==> src/hdl/fabric_pkg.sv <==
// fabric_pkg: tile geometry, configuration addresses and the vector types
// shared by the switch box, connection box and logic block
`default_nettype none

package fabric_pkg;

   // ~~~~~~~~~~~~~~~~~~~~~~~~~~~~~~~~~~~~~~~~
   // geometry
   // ~~~~~~~~~~~~~~~~~~~~~~~~~~~~~~~~~~~~~~~~

   // sides are numbered 0 east, 1 south, 2 west, 3 north
   localparam int num_sides       = 4;
   localparam int tracks_per_side = 4;
   localparam int num_tracks      = num_sides * tracks_per_side;

   // ~~~~~~~~~~~~~~~~~~~~~~~~~~~~~~~~~~~~~~~~
   // types
   // ~~~~~~~~~~~~~~~~~~~~~~~~~~~~~~~~~~~~~~~~

   typedef logic [tracks_per_side-1:0] track_t;
   typedef logic [1:0]                 side_sel_t;
   typedef logic [31:0]                config_word_t;
   typedef logic [1:0]                 config_addr_t;
   typedef logic [3:0]                 lut_in_t;
   typedef logic [15:0]                lut_mask_t;

   // ~~~~~~~~~~~~~~~~~~~~~~~~~~~~~~~~~~~~~~~~
   // configuration addresses
   // ~~~~~~~~~~~~~~~~~~~~~~~~~~~~~~~~~~~~~~~~

   // address 3 selects nothing and writes to it are dropped
   localparam config_addr_t cfg_addr_sb = 2'd0;
   localparam config_addr_t cfg_addr_cb = 2'd1;
   localparam config_addr_t cfg_addr_lb = 2'd2;

endpackage

`default_nettype wire

==> src/hdl/connection_box.sv <==
// connection_box: picks the four lookup-table inputs out of the sixteen
// incoming routing tracks
`default_nettype none

module connection_box
   import fabric_pkg::*;
(
   input  wire          clk,
   input  wire          rst,

   input  wire          config_en,
   input  config_word_t config_data,

   input  track_t       side_0_in,
   input  track_t       side_1_in,
   input  track_t       side_2_in,
   input  track_t       side_3_in,

   output lut_in_t      lut_in
);

   // four bits per lookup-table input, each naming one flattened track
   logic [15:0]           sel_q;
   logic [num_tracks-1:0] tracks;

   always_ff @(posedge clk or negedge rst) begin
      if (!rst) begin
         sel_q <= '0;
      end else if (config_en) begin
         sel_q <= config_data[15:0];
      end
   end

   // flattened track index is 4 * side + track
   assign tracks = {side_3_in, side_2_in, side_1_in, side_0_in};

   always_comb begin
      for (int j = 0; j < 4; j++) begin
         lut_in[j] = tracks[sel_q[4*j +: 4]];
      end
   end

endmodule

`default_nettype wire

==> src/hdl/fabric_tile.sv <==
// fabric_tile: one fabric tile with configuration write decode and the
// switch box, connection box and logic block
`default_nettype none

module fabric_tile
   import fabric_pkg::*;
(
   input  wire          clk,
   input  wire          rst,

   // configuration port, one word per cycle
   input  wire          config_en,
   input  config_addr_t config_addr,
   input  config_word_t config_data,

   input  track_t       side_0_in,
   input  track_t       side_1_in,
   input  track_t       side_2_in,
   input  track_t       side_3_in,

   output track_t       side_0_out,
   output track_t       side_1_out,
   output track_t       side_2_out,
   output track_t       side_3_out
);

   logic    sb_config_en;
   logic    cb_config_en;
   logic    lb_config_en;

   lut_in_t lut_in;
   logic    clb_result;

   // ~~~~~~~~~~~~~~~~~~~~~~~~~~~~~~~~~~~~~~~~
   // configuration address decode
   // ~~~~~~~~~~~~~~~~~~~~~~~~~~~~~~~~~~~~~~~~

   // address 3 matches none of these, so such writes are dropped
   assign sb_config_en = config_en && (config_addr == cfg_addr_sb);
   assign cb_config_en = config_en && (config_addr == cfg_addr_cb);
   assign lb_config_en = config_en && (config_addr == cfg_addr_lb);

   // ~~~~~~~~~~~~~~~~~~~~~~~~~~~~~~~~~~~~~~~~
   // blocks
   // ~~~~~~~~~~~~~~~~~~~~~~~~~~~~~~~~~~~~~~~~

   // tracks only flow from the side inputs into the connection box, so the
   // result fed back into the switch box cannot close a loop
   connection_box u_cb (
      .clk         (clk),
      .rst         (rst),
      .config_en   (cb_config_en),
      .config_data (config_data),
      .side_0_in   (side_0_in),
      .side_1_in   (side_1_in),
      .side_2_in   (side_2_in),
      .side_3_in   (side_3_in),
      .lut_in      (lut_in)
   );

   logic_block u_lb (
      .clk         (clk),
      .rst         (rst),
      .config_en   (lb_config_en),
      .config_data (config_data),
      .lut_in      (lut_in),
      .clb_result  (clb_result)
   );

   switch_box u_sb (
      .clk         (clk),
      .rst         (rst),
      .config_en   (sb_config_en),
      .config_data (config_data),
      .side_0_in   (side_0_in),
      .side_1_in   (side_1_in),
      .side_2_in   (side_2_in),
      .side_3_in   (side_3_in),
      .clb_result  (clb_result),
      .side_0_out  (side_0_out),
      .side_1_out  (side_1_out),
      .side_2_out  (side_2_out),
      .side_3_out  (side_3_out)
   );

endmodule

`default_nettype wire

==> src/hdl/logic_block.sv <==
// logic_block: 4-input lookup table with an optional output flip-flop
`default_nettype none

module logic_block
   import fabric_pkg::*;
(
   input  wire          clk,
   input  wire          rst,

   input  wire          config_en,
   input  config_word_t config_data,

   input  lut_in_t      lut_in,

   output logic         clb_result
);

   lut_mask_t mask_q;
   logic      reg_en_q;

   logic      lut_bit;
   logic      lut_q;

   // ~~~~~~~~~~~~~~~~~~~~~~~~~~~~~~~~~~~~~~~~
   // configuration
   // ~~~~~~~~~~~~~~~~~~~~~~~~~~~~~~~~~~~~~~~~

   // truth table in bits 15 to 0, output register enable in bit 16
   always_ff @(posedge clk or negedge rst) begin
      if (!rst) begin
         mask_q   <= '0;
         reg_en_q <= 1'b0;
      end else if (config_en) begin
         mask_q   <= config_data[15:0];
         reg_en_q <= config_data[16];
      end
   end

   // ~~~~~~~~~~~~~~~~~~~~~~~~~~~~~~~~~~~~~~~~
   // lookup and output register
   // ~~~~~~~~~~~~~~~~~~~~~~~~~~~~~~~~~~~~~~~~

   assign lut_bit = mask_q[lut_in];

   // the flip-flop samples every cycle whether or not it is selected
   always_ff @(posedge clk or negedge rst) begin
      if (!rst) begin
         lut_q <= 1'b0;
      end else begin
         lut_q <= lut_bit;
      end
   end

   assign clb_result = reg_en_q ? lut_q : lut_bit;

endmodule

`default_nettype wire

==> src/hdl/switch_box.sv <==
// switch_box: four-sided routing switch with its configuration register
// and injection of the logic-block result on own-side codes
`default_nettype none

//                3
//
//   2       switch_box       0
//
//                1

module switch_box
   import fabric_pkg::*;
(
   input  wire          clk,
   input  wire          rst,

   input  wire          config_en,
   input  config_word_t config_data,

   input  track_t       side_0_in,
   input  track_t       side_1_in,
   input  track_t       side_2_in,
   input  track_t       side_3_in,

   input  wire          clb_result,

   output track_t       side_0_out,
   output track_t       side_1_out,
   output track_t       side_2_out,
   output track_t       side_3_out
);

   // two select bits for each of the sixteen output tracks
   config_word_t config_q;

   track_t side_in  [num_sides];
   track_t side_out [num_sides];

   always_ff @(posedge clk or negedge rst) begin
      if (!rst) begin
         config_q <= '0;
      end else if (config_en) begin
         config_q <= config_data;
      end
   end

   assign side_in[0] = side_0_in;
   assign side_in[1] = side_1_in;
   assign side_in[2] = side_2_in;
   assign side_in[3] = side_3_in;

   // ~~~~~~~~~~~~~~~~~~~~~~~~~~~~~~~~~~~~~~~~
   // track selection
   // ~~~~~~~~~~~~~~~~~~~~~~~~~~~~~~~~~~~~~~~~

   // output track t of side s takes track t of the coded side
   // a code naming the output's own side would be a U-turn, so the
   // logic block result is driven there instead
   always_comb begin
      side_sel_t code;
      int        k;
      for (int s = 0; s < num_sides; s++) begin
         for (int t = 0; t < tracks_per_side; t++) begin
            k    = tracks_per_side * s + t;
            code = config_q[2*k +: 2];
            if (code == side_sel_t'(s)) begin
               side_out[s][t] = clb_result;
            end else begin
               side_out[s][t] = side_in[code][t];
            end
         end
      end
   end

   assign side_0_out = side_out[0];
   assign side_1_out = side_out[1];
   assign side_2_out = side_out[2];
   assign side_3_out = side_out[3];

endmodule

`default_nettype wire

==> config.mk <==
export PLATFORM = sky130hd
export DESIGN_NAME = fabric_tile
export DESIGN_NICKNAME = d
export VERILOG_FILES = /design/src/hdl/fabric_pkg.sv /design/src/hdl/connection_box.sv /design/src/hdl/fabric_tile.sv /design/src/hdl/logic_block.sv /design/src/hdl/switch_box.sv
export SDC_FILE = /design/constraint.sdc
export NUM_CORES = 1
export LEC_CHECK = 0
export ABC_CLOCK_PERIOD_IN_PS = 10300
export BUFFER_PORTS_ARGS = -buffer_cell sky130_fd_sc_hd__buf_2
export CAP_MARGIN = 20
export CORE_AREA = 2 2 102 84
export DETAILED_ROUTE_END_ITERATION = 10
export DIE_AREA = 0 0 104 86
export GPL_ROUTABILITY_DRIVEN = 0
export GPL_TIMING_DRIVEN = 0
export PLACE_DENSITY = 0.71
export SETUP_SLACK_MARGIN = 0.5
export SYNTH_ARGS = -nofsm -noshare
export SYNTH_HDL_FRONTEND = slang
export SYNTH_SLANG_ARGS = --single-unit
==> constraint.sdc <==
create_clock -name clk -period 10.3 [get_ports clk]
set_clock_uncertainty 0.1 [all_clocks]
set_input_delay 2.06 -clock clk [delete_from_list [all_inputs] [get_ports clk]]
set_output_delay 2.06 -clock clk [all_outputs]
set_load 0.01 [all_outputs]
==> results.py <==
metrics = {
    "drt": {
        "drt-vias-per-instance": 5.93,
        "vias": 2471,
        "dr.pass1.iters": 6,
        "post-route-drc-count": 0,
        "routed_wl_mm": 8.90,
        "first_iter_violations": 146,
        "drtAntennaViolNets": 0,
        "wl_per_cell_um": 21.4,
    },
    "logic_synthesis": {
        "async_reset_ff_frac": 1.00,
        "synth-edff-count": 0,
        "ys_seq_area_frac": 0.451,
        "yosysUniqueCellTypes": 26,
        "yosys_most_used_dff": "dfrtp_1",
        "avgSynthCellArea_sq_um": 16.2,
        "ys_seq_elements": 66,
        "synth_nets": 279,
        "synthTopCellsByArea": "dfrtp_1 (45%), mux2_2 (22%), mux4_2 (11%)",
        "yosysWarnings": 0,
        "syn_area_sq_um": 3660,
        "syn_inst": 226,
        "synth_largest_area_cell": "dfrtp_1",
        "yosys.area.top_type_share": 0.451,
    },
    "grt": {
        "overflow": 0,
        "antenna_found_initial": 0,
        "grt_max_degree": 67,
        "grt_pass1_wl_mm": 14.1,
        "grt_util_all_layers": 0.211,
        "grt_pass1_vias": 2511,
    },
    "worst_setup_path": {
        "startpoint_type": "input pin",
        "critPathKind": "in -> out",
        "arrival_ns": 4.97,
        "critPathMaxFanout": 10,
        "cp.required_ns": 8.14,
        "rrSetupSlack_ns": 7.79,
        "endpoint_kind": "primary output",
    },
    "clock_network": {
        "cts_resized": 0,
        "cts_buffers": 9,
        "clkLatencyLatePin_ns": 0.34,
        "clock_sinks": 66,
        "ctsHoldBuffers": 0,
        "cts_tree": "built",
        "cts_setup_buffers": 0,
        "cts-root-buf": "clkbuf_8",
        "cts_buffer_depth": 2,
        "cts.clk_slew.worst_paths_ns": 0.07,
        "cts_max_level": 3,
    },
    "outcome": {
        "outcome": "complete, no violations",
    },
    "floorplanning": {
        "ios": 69,
        "rows": 29,
        "die_area_sq_um": 8940,
        "die_width_um": 104,
        "core_sq_um": 7840,
        "start_util": 0.468,
        "dieHeight_um": 86,
    },
    "timing": {
        "setup_viol": 0,
        "rsz0062_at_grt": "false",
        "layout_min_cycle_time_ns": 7.13,
        "tightest_slew_ns": 0.840,
        "finalCritPeriodShare": 0.692,
        "finalHoldViolCount": 0,
        "setup_tns_ns": 0,
        "slew_headroom": 0.440,
        "slew_viol_final": 0,
        "fmax_ghz": 0.140,
    },
    "run": {
        "drv_cap": 0,
    },
    "layout": {
        "area_growth_syn_to_layout_pct": 17.7,
        "stdcell_count": 417,
        "multi_input_area_sq_um": 1960,
        "drive_above_1_share": 0.573,
        "finalNetCount": 358,
        "diodes": 0,
        "fillCellCount": 678,
        "seq_area_sq_um": 1650,
    },
    "power_and_ir_drop": {
        "ir_drop_uv": 113,
        "p_leak_nw": 1.85,
        "power_density_nw_per_um2": 200,
    },
    "place": {
        "hpwl_mm": 6.35,
        "dp_cells": 402,
        "io_buffer_count": 68,
    },
    "hold_path": {
        "hold_path_class": "reg -> reg",
    },
}
-- layer usage --
layer | track usage | routed length, um
met2 | 0.312 | 4030
met5 | 0 | 0
met4 | 0.0504 | 94
met1 | 0.312 | 4210
met3 | 0.0600 | 563
-- Yosys cell counts (3+ instances only) --
cell	count
mux2_2	70
dfrtp_1	66
mux4_2	18
mux4_1	14
nand2_1	10
mux2i_1	8
clkbuf_1	6
a22oi_1	5
a32oi_1	4
mux2_1	4
a221oi_1	3
-- area by class of cell --
type / instances / share of cell area
clock buffers: 13 / 0.0368
flip-flops and latches: 66 / 0.383
well taps: 108 / 0.0313
plain buffers: 9 / 0.0116
repair buffers: 68 / 0.0795
multi-input cells: 151 / 0.455
clock inverters: 2 / 0.00290
-- sequential cells by signal (all words and copies together), names as in the netlist --
signal and flops:
u_sb.config_q 32, u_lb.lut_q 1, u_cb.sel_q 16, u_lb.reg_en_q 1
u_lb.mask_q 16
-- critical path, stage by stage --
cell	delay, ns
buf_2	0.16
mux4_2	0.51
mux2i_4	0.34
mux2_1	0.36
nand2_1	0.06
a32oi_1	0.10
mux2i_1	0.25
o221ai_2	0.25
buf_6	0.22
mux4_1	0.49
buf_2	0.16
-- layout by cell type, fill, tap and decap left out --
cell type | synthesis | layout
mux4_2 | 18 | 18
a2bb2oi_1 | 1 | 1
and3b_1 | 1 | 1
clkbuf_1 | 6 | 8
clkinvlp_4 | 0 | 1
buf_2 | 1 | 68
nor3b_1 | 1 | 1
buf_4 | 0 | 1
nand2b_1 | 1 | 1
a21oi_1 | 1 | 1
mux4_1 | 14 | 14
or2_2 | 1 | 1
nand3b_1 | 2 | 2
o221ai_2 | 1 | 1
mux2_2 | 70 | 70
nor2b_1 | 2 | 2
mux2i_2 | 1 | 1
buf_6 | 2 | 2
mux2i_4 | 1 | 1
a32oi_1 | 4 | 4
dfrtp_1 | 66 | 66
nor2_1 | 1 | 1
clkinv_2 | 0 | 1
a221oi_1 | 3 | 3
mux2i_1 | 8 | 8
a22oi_1 | 5 | 5
clkbuf_8 | 0 | 11
a221oi_2 | 1 | 1
nand2_1 | 10 | 10
mux2_1 | 4 | 4
-- report_power, final --
| part | total, W | switching [W] | internal (W) | leakage, nW |
|---|---|---|---|---|
| clock | 0.000196 | 0.0000965 | 0.0000991 | 0.0855 |
| combinational | 0.000314 | 0.000135 | 0.000180 | 0.979 |
| sequential | 0.000353 | 0.0000432 | 0.000310 | 0.781 |
-- worst paths after layout --
check / from / to / cells past startpoint
worst min-delay path: u_sb.config_q[25] / u_sb.config_q[25] / 1
max in group asynchronous: rst / u_cb.sel_q[4] / 1
worst max-delay path: side_3_in[3] / side_3_out[3] / 11
min in group asynchronous: rst / u_lb.mask_q[2] / 1
worst max register to register: u_cb.sel_q[1] / u_lb.lut_q / 7
worst min register to register: u_sb.config_q[25] / u_sb.config_q[25] / 1
-- through the flow --
step	cell area, sq um	hold slack (ns)	setup WS (ns)	power [W]	util
final	4310	0.414	3.17	0.000863	0.550
after floorplan	3660	0.384	3.78	0.000573	-
after global routing	4310	0.429	3.02	0.000912	0.550
after global placement	4140	0.395	3.20	0.000664	0.528
after detailed placement	4140	0.403	3.15	0.000673	0.529
after CTS	4310	0.420	3.15	0.000869	0.550
-- kinds of logic after synthesis --
| kind of cell | after synthesis | share of synthesized area |
|---|---|---|
| compound gates | 16 | 0.0389 |
| mux | 116 | 0.470 |
| buf+inv | 9 | 0.0137 |
| simple gates | 19 | 0.0266 |
| flops | 66 | 0.451 |
No activity file was read; power rests on OpenSTA's default activity.
